===== src/design/picoio_config.svh =====
/*
 * port address map, out-of-bounds marker, validity flag codes
 * and the transmit strobe hold length
 */
`ifndef PICOIO_CONFIG_SVH
`define PICOIO_CONFIG_SVH

////////////////////////////// base ports
`define PA_PBTNS        8'h00 // in: pushbuttons
`define PA_SLSWTCH      8'h01 // in: switches 7:0
`define PA_LEDS         8'h02 // out: leds 7:0
`define PA_DIG3         8'h03
`define PA_DIG2         8'h04
`define PA_DIG1         8'h05
`define PA_DIG0         8'h06
`define PA_DP           8'h07 // out: decimal points 3:0
`define PA_OOB          8'h08 // out: out-of-bounds byte

////////////////////////////// board interface
`define PA_CONN_EST     8'h09 // in: link status bits 7:6
`define PA_CURSOR_CHECK 8'h0A // out: cursor and read address
`define PA_RAM_W_ADDR   8'h0B // out: write address, sets write enable
`define PA_VALID_FLAG   8'h0C // in: placement check result

////////////////////////////// extended ports
`define PA_SLSWTCH1508  8'h11 // in: switches 15:8
`define PA_LEDS1508     8'h12 // out: leds 15:8
`define PA_RAM_SELECT   8'h13 // out: us/them bank
`define PA_DIG6         8'h14
`define PA_DIG5         8'h15
`define PA_DIG4         8'h16
`define PA_DP0704       8'h17 // out: decimal points 7:4
`define PA_RAM_W_VAL    8'h18 // out: cell value to write
`define PA_DATA_RX      8'h19 // in: byte from the other board
`define PA_DIG7         8'h1A // digit 7 sits in the old ship-check slot
`define PA_DATA_TX      8'h1E // out: byte to the other board
`define PA_DATA_RAM     8'h1F // in: selected bank read value

////////////////////////////// flag values
`define OUT_OF_BOUNDS   8'hFF
`define VALID_FLAG      8'h01
`define INVALID_FLAG    8'h00

`define TX_HOLD_CYCLES  2     // send strobe length in clocks

`endif


===== src/design/picoio_pkg.sv =====
/*
 * shared vector types and the bank select enum
 */
package picoio_pkg;

  typedef logic [7:0]  portAddrT; // processor port id
  typedef logic [7:0]  byteT;     // generic data byte
  typedef logic [15:0] ledT;
  typedef logic [15:0] switchT;
  typedef logic [4:0]  buttonT;
  typedef logic [4:0]  digitT;    // seven segment digit code
  typedef logic [3:0]  dpNibbleT; // four decimal points
  typedef logic [1:0]  cellT;     // board cell from ram

  // which board ram the processor talks to
  typedef enum logic {
    US   = 1'b0, // our ships
    THEM = 1'b1  // our guesses
  } ramSelT;

endpackage


===== src/design/displayRegs.sv =====
/*
 * led bank, eight digit registers and decimal point nibbles
 */
`timescale 1ns/1ps
`include "picoio_config.svh"

module displayRegs (
  input  logic                clk,
  input  logic                rst,
  input  picoio_pkg::portAddrT portId,
  input  picoio_pkg::byteT    outPort,
  input  logic                writeStrobe,
  output picoio_pkg::ledT     leds,
  output picoio_pkg::digitT   dig0,
  output picoio_pkg::digitT   dig1,
  output picoio_pkg::digitT   dig2,
  output picoio_pkg::digitT   dig3,
  output picoio_pkg::digitT   dig4,
  output picoio_pkg::digitT   dig5,
  output picoio_pkg::digitT   dig6,
  output picoio_pkg::digitT   dig7,
  output picoio_pkg::dpNibbleT dpLower,
  output picoio_pkg::dpNibbleT dpUpper
);

  always_ff @(posedge clk) begin
    if (rst) begin
      leds    <= '0;
      dig0    <= '0;
      dig1    <= '0;
      dig2    <= '0;
      dig3    <= '0;
      dig4    <= '0;
      dig5    <= '0;
      dig6    <= '0;
      dig7    <= '0;
      dpLower <= '0;
      dpUpper <= '0;
    end else if (writeStrobe) begin
      case (portId)
        `PA_LEDS:      leds[7:0]  <= outPort;      // low byte
        `PA_LEDS1508:  leds[15:8] <= outPort;      // high byte
        `PA_DIG0:      dig0 <= outPort[4:0];
        `PA_DIG1:      dig1 <= outPort[4:0];
        `PA_DIG2:      dig2 <= outPort[4:0];
        `PA_DIG3:      dig3 <= outPort[4:0];
        `PA_DIG4:      dig4 <= outPort[4:0];
        `PA_DIG5:      dig5 <= outPort[4:0];
        `PA_DIG6:      dig6 <= outPort[4:0];
        `PA_DIG7:      dig7 <= outPort[4:0];       // moved off 0x13
        `PA_DP:        dpLower <= outPort[3:0];    // points 3:0
        `PA_DP0704:    dpUpper <= outPort[3:0];    // points 7:4
        default: ;                                 // not a display port
      endcase
    end
  end

endmodule


===== src/design/boardRamPort.sv =====
/*
 * us/them board ram access registers with bank routing,
 * write enable handling and the latched cursor
 */
`timescale 1ns/1ps
`include "picoio_config.svh"

module boardRamPort (
  input  logic                 clk,
  input  logic                 rst,
  input  picoio_pkg::portAddrT portId,
  input  picoio_pkg::byteT     outPort,
  input  logic                 writeStrobe,
  output picoio_pkg::ramSelT   ramSel,
  output picoio_pkg::byteT     cursor,
  output picoio_pkg::byteT     usReadAddr,
  output picoio_pkg::byteT     usWriteAddr,
  output logic                 usWriteEn,
  output picoio_pkg::cellT     usWriteValue,
  output picoio_pkg::byteT     themReadAddr,
  output picoio_pkg::byteT     themWriteAddr,
  output logic                 themWriteEn,
  output picoio_pkg::cellT     themWriteValue
);

  logic selUs; // current bank is ours

  assign selUs = (ramSel == picoio_pkg::US);

  always_ff @(posedge clk) begin
    if (rst) begin
      ramSel         <= picoio_pkg::US;
      cursor         <= '0;
      usReadAddr     <= '0;
      usWriteAddr    <= '0;
      usWriteEn      <= 1'b0;
      usWriteValue   <= '0;
      themReadAddr   <= '0;
      themWriteAddr  <= '0;
      themWriteEn    <= 1'b0;
      themWriteValue <= '0;
    end else if (writeStrobe) begin
      case (portId)
        `PA_RAM_SELECT: ramSel <= picoio_pkg::ramSelT'(outPort[0]);

        ////////////////////////////// read request
        `PA_CURSOR_CHECK: begin
          cursor      <= outPort;
          usWriteEn   <= 1'b0;           // both banks back to read
          themWriteEn <= 1'b0;
          if (selUs) usReadAddr   <= outPort;
          else       themReadAddr <= outPort;
        end

        ////////////////////////////// write request
        `PA_RAM_W_ADDR: begin
          if (selUs) begin
            usWriteAddr <= outPort;
            usWriteEn   <= 1'b1;         // held until next cursor check
          end else begin
            themWriteAddr <= outPort;
            themWriteEn   <= 1'b1;
          end
        end

        `PA_RAM_W_VAL: begin
          if (selUs) usWriteValue   <= outPort[1:0];
          else       themWriteValue <= outPort[1:0];
        end

        default: ;
      endcase
    end
  end

endmodule


===== src/design/placementCheck.sv =====
/*
 * out-of-bounds register, saturating occupancy accumulator
 * and the combinational placement validity flag
 */
`timescale 1ns/1ps
`include "picoio_config.svh"

module placementCheck (
  input  logic                 clk,
  input  logic                 rst,
  input  picoio_pkg::portAddrT portId,
  input  picoio_pkg::byteT     outPort,
  input  logic                 writeStrobe,
  input  picoio_pkg::cellT     usReadValue,
  output picoio_pkg::byteT     validFlag,
  output picoio_pkg::byteT     oobByte
);

  picoio_pkg::byteT occAcc; // sum of occupied cells since last flag read
  logic [8:0]       occSum; // one extra bit to catch overflow

  assign occSum = {1'b0, occAcc} + {7'b0, usReadValue};

  always_ff @(posedge clk) begin
    if (rst) begin
      oobByte <= '0;
      occAcc  <= '0;
    end else begin
      if (writeStrobe && portId == `PA_OOB) oobByte <= outPort;
      // flag read restarts the sum, any other cycle adds
      if (portId == `PA_VALID_FLAG) occAcc <= '0;
      else                          occAcc <= occSum[8] ? 8'hFF : occSum[7:0];
    end
  end

  // free and in bounds only when nothing was hit
  assign validFlag = (oobByte != `OUT_OF_BOUNDS && occAcc == '0) ?
                     `VALID_FLAG : `INVALID_FLAG;

endmodule


===== src/design/linkTransmitter.sv =====
/*
 * transmit data register and stretched send strobe
 */
`timescale 1ns/1ps
`include "picoio_config.svh"

module linkTransmitter (
  input  logic                 clk,
  input  logic                 rst,
  input  picoio_pkg::portAddrT portId,
  input  picoio_pkg::byteT     outPort,
  input  logic                 writeStrobe,
  output picoio_pkg::byteT     txData,
  output logic                 txSend
);

  localparam int HoldW = $clog2(`TX_HOLD_CYCLES + 1);

  logic [HoldW-1:0] holdCnt; // cycles of strobe left

  always_ff @(posedge clk) begin
    if (rst) begin
      txData  <= '0;
      holdCnt <= '0;
    end else if (writeStrobe && portId == `PA_DATA_TX) begin
      txData  <= outPort;
      holdCnt <= HoldW'(`TX_HOLD_CYCLES); // restart on every write
    end else if (holdCnt != '0) begin
      holdCnt <= holdCnt - 1'b1;
    end
  end

  assign txSend = (holdCnt != '0);

endmodule


===== src/design/hostPort.sv =====
/*
 * registered read-back mux over the port map
 * and the closed-loop interrupt latch
 */
`timescale 1ns/1ps
`include "picoio_config.svh"

module hostPort (
  input  logic                  clk,
  input  logic                  rst,
  input  picoio_pkg::portAddrT  portId,
  // board side
  input  picoio_pkg::buttonT    dbBtns,
  input  picoio_pkg::switchT    dbSw,
  input  logic                  connEstablished,
  input  logic                  rxDataReady,
  input  picoio_pkg::byteT      rxData,
  input  picoio_pkg::cellT      usReadValue,
  input  picoio_pkg::cellT      themReadValue,
  // register read-back
  input  picoio_pkg::ledT       leds,
  input  picoio_pkg::digitT     dig0,
  input  picoio_pkg::digitT     dig1,
  input  picoio_pkg::digitT     dig2,
  input  picoio_pkg::digitT     dig3,
  input  picoio_pkg::digitT     dig4,
  input  picoio_pkg::digitT     dig5,
  input  picoio_pkg::digitT     dig6,
  input  picoio_pkg::digitT     dig7,
  input  picoio_pkg::dpNibbleT  dpLower,
  input  picoio_pkg::dpNibbleT  dpUpper,
  input  picoio_pkg::ramSelT    ramSel,
  input  picoio_pkg::byteT      usReadAddr,
  input  picoio_pkg::byteT      usWriteAddr,
  input  picoio_pkg::cellT      usWriteValue,
  input  picoio_pkg::byteT      themReadAddr,
  input  picoio_pkg::byteT      themWriteAddr,
  input  picoio_pkg::cellT      themWriteValue,
  input  picoio_pkg::byteT      validFlag,
  input  picoio_pkg::byteT      oobByte,
  input  picoio_pkg::byteT      txData,
  // interrupt handshake
  input  logic                  intRequest,
  input  logic                  interruptAck,
  output picoio_pkg::byteT      inPort,
  output logic                  interrupt
);

  logic selUs;

  assign selUs = (ramSel == picoio_pkg::US);

  ////////////////////////////// read mux
  always_ff @(posedge clk) begin
    if (rst) begin
      inPort <= '0;
    end else begin
      case (portId)
        `PA_PBTNS:        inPort <= {3'b000, dbBtns};
        `PA_SLSWTCH:      inPort <= dbSw[7:0];
        `PA_SLSWTCH1508:  inPort <= dbSw[15:8];
        `PA_LEDS:         inPort <= leds[7:0];
        `PA_LEDS1508:     inPort <= leds[15:8];
        `PA_DIG0:         inPort <= {3'b000, dig0};
        `PA_DIG1:         inPort <= {3'b000, dig1};
        `PA_DIG2:         inPort <= {3'b000, dig2};
        `PA_DIG3:         inPort <= {3'b000, dig3};
        `PA_DIG4:         inPort <= {3'b000, dig4};
        `PA_DIG5:         inPort <= {3'b000, dig5};
        `PA_DIG6:         inPort <= {3'b000, dig6};
        `PA_DIG7:         inPort <= {3'b000, dig7};
        `PA_DP:           inPort <= {4'b0000, dpLower};
        `PA_DP0704:       inPort <= {4'b0000, dpUpper};
        `PA_OOB:          inPort <= oobByte;
        `PA_CONN_EST:     inPort <= {connEstablished, rxDataReady, 6'b000000}; // status in msbs
        `PA_CURSOR_CHECK: inPort <= selUs ? usReadAddr : themReadAddr;
        `PA_RAM_W_ADDR:   inPort <= selUs ? usWriteAddr : themWriteAddr;
        `PA_VALID_FLAG:   inPort <= validFlag;     // accumulator clears on this edge
        `PA_RAM_SELECT:   inPort <= {7'b0000000, ramSel};
        `PA_RAM_W_VAL:    inPort <= {6'b000000, selUs ? usWriteValue : themWriteValue};
        `PA_DATA_RX:      inPort <= rxData;
        `PA_DATA_TX:      inPort <= txData;
        `PA_DATA_RAM:     inPort <= {6'b000000, selUs ? usReadValue : themReadValue};
        default:          inPort <= 8'h00;         // unmapped
      endcase
    end
  end

  ////////////////////////////// interrupt latch
  always_ff @(posedge clk) begin
    if (rst)               interrupt <= 1'b0;
    else if (interruptAck) interrupt <= 1'b0; // ack wins over a new request
    else if (intRequest)   interrupt <= 1'b1;
  end

endmodule


===== src/design/picoIoTop.sv =====
/*
 * picoblaze i/o block top: display, board ram port,
 * placement check, link transmitter and host read port
 */
`timescale 1ns/1ps

module picoIoTop (
  input  logic                  clk,
  input  logic                  rst,
  input  picoio_pkg::portAddrT  portId,
  input  picoio_pkg::byteT      outPort,
  input  logic                  writeStrobe,
  output picoio_pkg::byteT      inPort,
  input  logic                  intRequest,
  input  logic                  interruptAck,
  output logic                  interrupt,
  input  picoio_pkg::buttonT    dbBtns,
  input  picoio_pkg::switchT    dbSw,
  output picoio_pkg::ledT       leds,
  output picoio_pkg::digitT     dig0, dig1, dig2, dig3,
  output picoio_pkg::digitT     dig4, dig5, dig6, dig7,
  output picoio_pkg::dpNibbleT  dpLower, dpUpper,
  output picoio_pkg::ramSelT    ramSel,
  output picoio_pkg::byteT      cursor,
  output picoio_pkg::byteT      usReadAddr, usWriteAddr,
  output logic                  usWriteEn,
  output picoio_pkg::cellT      usWriteValue,
  input  picoio_pkg::cellT      usReadValue,
  output picoio_pkg::byteT      themReadAddr, themWriteAddr,
  output logic                  themWriteEn,
  output picoio_pkg::cellT      themWriteValue,
  input  picoio_pkg::cellT      themReadValue,
  input  logic                  connEstablished,
  input  logic                  rxDataReady,
  input  picoio_pkg::byteT      rxData,
  output picoio_pkg::byteT      txData,
  output logic                  txSend
);

  picoio_pkg::byteT validFlag; // placement result to read mux
  picoio_pkg::byteT oobByte;

  displayRegs uDisplay (.clk, .rst, .portId, .outPort, .writeStrobe, .leds,
    .dig0, .dig1, .dig2, .dig3, .dig4, .dig5, .dig6, .dig7, .dpLower, .dpUpper);

  boardRamPort uRam (.clk, .rst, .portId, .outPort, .writeStrobe, .ramSel, .cursor,
    .usReadAddr, .usWriteAddr, .usWriteEn, .usWriteValue,
    .themReadAddr, .themWriteAddr, .themWriteEn, .themWriteValue);

  placementCheck uPlace (.clk, .rst, .portId, .outPort, .writeStrobe, .usReadValue,
    .validFlag, .oobByte);

  linkTransmitter uLink (.clk, .rst, .portId, .outPort, .writeStrobe, .txData, .txSend);

  hostPort uHost (.clk, .rst, .portId, .dbBtns, .dbSw, .connEstablished, .rxDataReady,
    .rxData, .usReadValue, .themReadValue, .leds,
    .dig0, .dig1, .dig2, .dig3, .dig4, .dig5, .dig6, .dig7, .dpLower, .dpUpper,
    .ramSel, .usReadAddr, .usWriteAddr, .usWriteValue,
    .themReadAddr, .themWriteAddr, .themWriteValue,
    .validFlag, .oobByte, .txData, .intRequest, .interruptAck, .inPort, .interrupt);

endmodule


===== config.mk =====
export PLATFORM = sky130hd
export DESIGN_NAME = picoIoTop
export DESIGN_NICKNAME = d
export VERILOG_FILES = /design/src/design/picoio_pkg.sv /design/src/design/displayRegs.sv /design/src/design/boardRamPort.sv /design/src/design/placementCheck.sv /design/src/design/linkTransmitter.sv /design/src/design/hostPort.sv /design/src/design/picoIoTop.sv
export VERILOG_INCLUDE_DIRS = /design/src /design/src/design
export SDC_FILE = /design/constraint.sdc
export NUM_CORES = 1
export LEC_CHECK = 0
export BUFFER_PORTS_ARGS = -buffer_cell sky130_fd_sc_hd__buf_2
export CORE_MARGIN = 2
export CORE_UTILIZATION = 53
export DETAILED_ROUTE_END_ITERATION = 7
export MAX_ROUTING_LAYER = met4
export PLACE_DENSITY = 0.86
export SLEW_MARGIN = 20
export SYNTH_ARGS = -nofsm -noshare
export SYNTH_HDL_FRONTEND = slang
export SYNTH_SLANG_ARGS = --single-unit

===== constraint.sdc =====
create_clock -name clk -period 2.69 [get_ports clk]
set_clock_uncertainty 0.05 [all_clocks]
set_input_delay 0.807 -clock clk [delete_from_list [all_inputs] [get_ports clk]]
set_output_delay 0.807 -clock clk [all_outputs]
set_load 0.02 [all_outputs]

After elaboration in Yosys (flattened, before gate mapping)
Index checks and enable logic that the tools add are counted.
{ "totals": {"register_bits": 146, "elab_cells": 105, "out_inout_bits": 129, "in_bits": 56} }
{ "classes": {"addsub": 2, "n_mux": 13, "bitwise_logic": 1, "reduce_logical": 33, "eq_ne": 27} }
{ "ops": {"columns": ["operator", "count"], "rows": [
  ["8-bit one-hot mux with 25 select lines", 1],
  ["8-bit by 5-bit equality test with 1-bit output, second input constant", 12],
  ["8-bit by 4-bit equality test with 1-bit output, second input constant", 5],
  ["8-bit by 3-bit equality test with 1-bit output, second input constant", 4],
  ["2-bit AND reduction", 14],
  ["8-bit 2-to-1 mux", 3],
  ["3-bit AND reduction", 8],
  ["8-bit by 2-bit equality test with 1-bit output, second input constant", 2],
  ["8-bit logical NOT", 2],
  ["8-bit by 2-bit adder with 9-bit output", 1],
  ["8-bit by 1-bit equality test with 1-bit output, second input constant", 1],
  ["2-bit 2-to-1 mux", 4],
  ["8-bit inequality test, second input constant", 1],
  ["2-bit nonzero test", 3],
  ["2-bit OR reduction", 3],
  ["2-bit inequality test, second input constant", 2],
  ["1-bit one-hot mux with 2 select lines", 2],
  ["1-bit logical AND", 3],
  ["1-bit 2-to-1 mux", 3],
  ["2-bit by 1-bit subtractor with 2-bit output, second input constant", 1],
  ["1-bit NOT", 1]
]} }

Logic depth before layout (Yosys ltp)
{ "depth": {"depth_word": 4, "mapped_depth": 7, "ltp_nobuf": 7} }

Cells and area by module
Synthesis repeated with hierarchy kept, for this count alone.
{ "unflattened": {"hier_cells": 821, "hier_area_um2": 7933.9} }
{ "by_module_without_submodules": {"columns": ["module", "cells_each", "instances", "seq_area_each_um2", "area_each_um2"], "rows": [
  ["displayRegs", 242, 1, 1281.2, 2681.3],
  ["hostPort", 264, 1, 180.2, 1970.6],
  ["boardRamPort", 176, 1, 940.9, 1945.6],
  ["placementCheck", 96, 1, 320.3, 875.8],
  ["linkTransmitter", 43, 1, 200.2, 460.4]
]} }

Least setup slack after synthesis
Ideal clock, no wire load.
{ "synth_timing": {"kind": "in2reg", "start": "input portId[5]", "end": "register uHost.inPort[2]", "required_time_ns": 2.559, "path_buffers": 1, "stages": 6, "setup_time_ns": 0.081, "path_slack_ns": 0.177, "arrival_time_ns": 2.382, "path_cell_list": "or4_1 buf_6 nor3_2 a221oi_1 or3_1 a41oi_1"} }
{ "synth_via": {"elab_chain_len": 2, "elab_cells_between_ends": 26, "classes_between": "eq/ne (24); mux (1); reduce/logical (1)"} }
{ "synth_rtl": {"columns": ["item", "line_no", "source"], "rows": [
  ["start: declaration", "picoIoTop.sv:10", "input picoio_pkg::portAddrT portId,"],
  ["8-bit by 5-bit equality test with 1-bit output (tied with other cells)", "hostPort.sv:58", "case (portId)"],
  ["8-bit one-hot mux with 25 select lines *", "hostPort.sv:58", null],
  ["end signal: assignment", "hostPort.sv:59", "`PA_PBTNS: inPort <= {3'b000, dbBtns};"],
  ["end signal: assignment", "hostPort.sv:60", "`PA_SLSWTCH: inPort <= dbSw[7:0];"],
  ["end signal: assignment", "hostPort.sv:61", "`PA_SLSWTCH1508: inPort <= dbSw[15:8];"],
  ["end: declaration", "hostPort.sv:45", "output picoio_pkg::byteT inPort,"]
]} }
Every way passes the cells marked *; elsewhere a longest branch is shown, timed or not.
A chain may end at the register's enable or synchronous reset.

Worst setup path after layout
{ "layout_timing": {"start": "input portId[5]", "end": "register uHost.inPort[4]"} }
Same word-level chain as after synthesis.

==> impl_metrics.toml <==
[yosys]
synth_compound_area_frac = 0.1532
synth_top_family_by_area = "simple AND/OR/NAND/NOR gates"
muxShareOfSynthArea = 0.1781
ys_ff_latch = 146
synth-simple-area-share = 0.1916
synth_edf_count = 0
yosys-top-cells-area = "dfxtp_1 42%, mux2i_1 15%, nor2_1 5.6%"
synthArstFlopShare = 0
synth_fp_nets = 856
yosysTopAreaCell = "dfxtp_1"
synth_cell_types = 65
synth-seq-area-share = 0.4215
synth_cells = 797
synth-xor-area-share = 0.005052
avgSynthCellArea_um2 = 8.700
synth_top_area_share = 0.4215
synthAdderAreaFrac = 0.006496
synthFlopType = "dfxtp_1"
yosysWarnings = 0
synthesis.area_um2 = 6934

[finish]
design_area_um2 = 9165
nFillCells = 1057
register_area_um2 = 2923
final_cell_mix = "183 x buf_2, 146 x dfxtp_1, 103 x nor2_1, 102 x mux2i_1, 80 x buf_4"
diodes = 0
fin_util = 0.7204
multi_input_area_um2 = 3706
final_common_cell = "buf_2"
num-nets-final = 1080
areaGrowthSynthToFinish_pct = 32.17
drive_gt1_frac = 0.3221

[die]
die_y_um = 118.4
dieArea_um2 = 14010
start_util = 0.5450
num_rows = 41
die_x_um = 118.4
pin_count = 185
coreArea_um2 = 12720

[critical_path]
worstPathMaxFanout = 5
cp_num_buf_inv = 3
r2r-start = "uRam.ramSel"
critical-path-top-delay-family = "simple AND/OR/NAND/NOR gates"
crit_chain = "buf_2 -> or4_1 -> buf_4 -> nor3_2 -> buf_4 -> a21oi_1 -> a211o_1 -> a41oi_1"
cpMostUsedCell = "buf_4"
cp-startpoint = "portId[5]"
endpoint_kind = "flop"
worst_path_max_delay_cell = "or4_1"
cp.depth = 8
arrival_ns = 2.83
crit_type = "in -> reg"
required_ns = 2.96
cpPeakStageDelay_ns = 0.52
r2r_cells = 6
critPathLaunchType = "input pin"

[job]
maxCapViolations = 0

[hold_path]
worstHoldStart = "uRam.cursor[3]"
whs_path_depth = 2
min_path_type = "reg -> reg"

[sta]
max_freq_mhz = 389.9
maxSlewHeadroom = 0.5294
timing.final.ws_setup_ns = 0.1254
drv_slew = 0
hold_violations = 0
worst_pin_slew_ns = 0.7012
fin_hold_ws_ns = 0.4299
rsz0062_at_grt = "no"
period_share = 0.9534
tns_ns = 0
period_minus_slack_ns = 2.565
setup_viol = 0

[global_routing]
gr-usage-met2 = 0.5773
track_usage = 0.3752
grt_pass1_vias = 6995
grt_use_met3 = 0.07239
grt_overflow = 0
busiest_layer = "met2"
antenna_found_initial = 0
grt_max_degree = 49
use_met1 = 0.4777
grt_pass1_wl_um = 39370

[detailed_routing]
drcViolationCount = 0
first_iter_violations = 923
wl_per_cell_um = 21.58
route.vias.total = 7490
ant_nets = 0
dr.pass1.iters = 6
drt_wl_total_um = 26030
vias_per_cell = 6.211

[clocking]
clk_latency_ns = 0.44
cts_sinks = 146
cts_tree = "yes"
cts_hold_buffers = 0
clkTransAtPathRegs_ns = 0.06
cts_setup_buffers = 0
cts_buffers = 17
cts_resized = 0
clockBufferDepth = 2
cts_max_level = 4
cts-root-buf = "clkbuf_16"

[placement]
portBuffers = 184
place_area_um2 = 8538
finalWeightedCongestion = 1.028
dp_hpwl_um = 18830
place_ws_ns = -0.1636

[pwr]
powerDensity_nw_per_um2 = 553.8
peakVddDrop_mv = 0.3953
p_leak_nw = 4.093

[run_status]
status = "finished clean"
## cells in the mapped netlist (all sizes together), types with 5 or more instances
cell type / instances
dfxtp: 146
nor2: 106
mux2i: 102
nand2: 75
a21oi: 66
clkbuf: 46
o21ai: 34
nand3: 29
buf: 19
nor3: 17
mux2: 15
nand4: 15
a22oi: 12
a31oi: 12
inv: 10
o22ai: 6
a211oi: 5
nand2b: 5
nor2b: 5
## path summary, 6_finish.rpt
| path | endpoint | slack (ns) |
|---|---|---|
| setup / recovery | uHost.inPort[4] | 0.13 |
| setup reg to reg | uHost.inPort[1] | 0.52 |
| hold reg to reg | uRam.cursor[3] | 0.43 |
| hold / removal | uRam.cursor[3] | 0.43 |
## cells by family after synthesis
group           Yosys count
simple gates            278
mux                     119
xor+xnor                  4
compound gates          172
buf+inv                  75
flops                   146
fa+ha+maj                 3
## stage by stage
step                      total power, mW  cells
final                               5.076   1206
after global routing                5.201   1206
after CTS                           5.069   1206
after detailed placement            2.593   1174
after global placement              2.593   1174
after floorplan                     2.421    797
## tightest hold or removal path: cells and delay by family, from the launching register on
kind,cells,cell delay [ns]
DFF,1,0.31
AOI/OAI and AO/OA,2,0.13
## area by class of cell
type	count	area share
Clock inverter	12	0.01966
Tap cell	172	0.02348
Inverter	10	0.004096
Clock buffer	20	0.04874
Timing Repair Buffer	270	0.1808
Sequential cell	146	0.3189
Multi-Input combinational cell	576	0.4044
## state kept, by name, summed over array words and instances, names as in the netlist, 5 cells and up
register,cells
uDisplay.dig0,5
uDisplay.dig1,5
uDisplay.dig2,5
uDisplay.dig3,5
uDisplay.dig4,5
uDisplay.dig5,5
uDisplay.dig6,5
uDisplay.dig7,5
uDisplay.leds,16
uHost.inPort,8
uLink.txData,8
uPlace.occAcc,8
uPlace.oobByte,8
uRam.cursor,8
uRam.themReadAddr,8
uRam.themWriteAddr,8
uRam.usReadAddr,8
uRam.usWriteAddr,8
## where the power goes
part           total [mW]  switching [mW]  internal [mW]
Sequential           2.18         0.00962           2.17
Clock                2.51           0.935           1.58
Combinational       0.379           0.247          0.132
Total                5.08            1.19           3.88
## routing by layer
metal	up-vias	wire length (um)
met1	3559	10350
met3	98	2635
met5	-	0
li1	3311	-
met4	0	1144
met2	522	11900
Power figures use the tool's default switching activity.
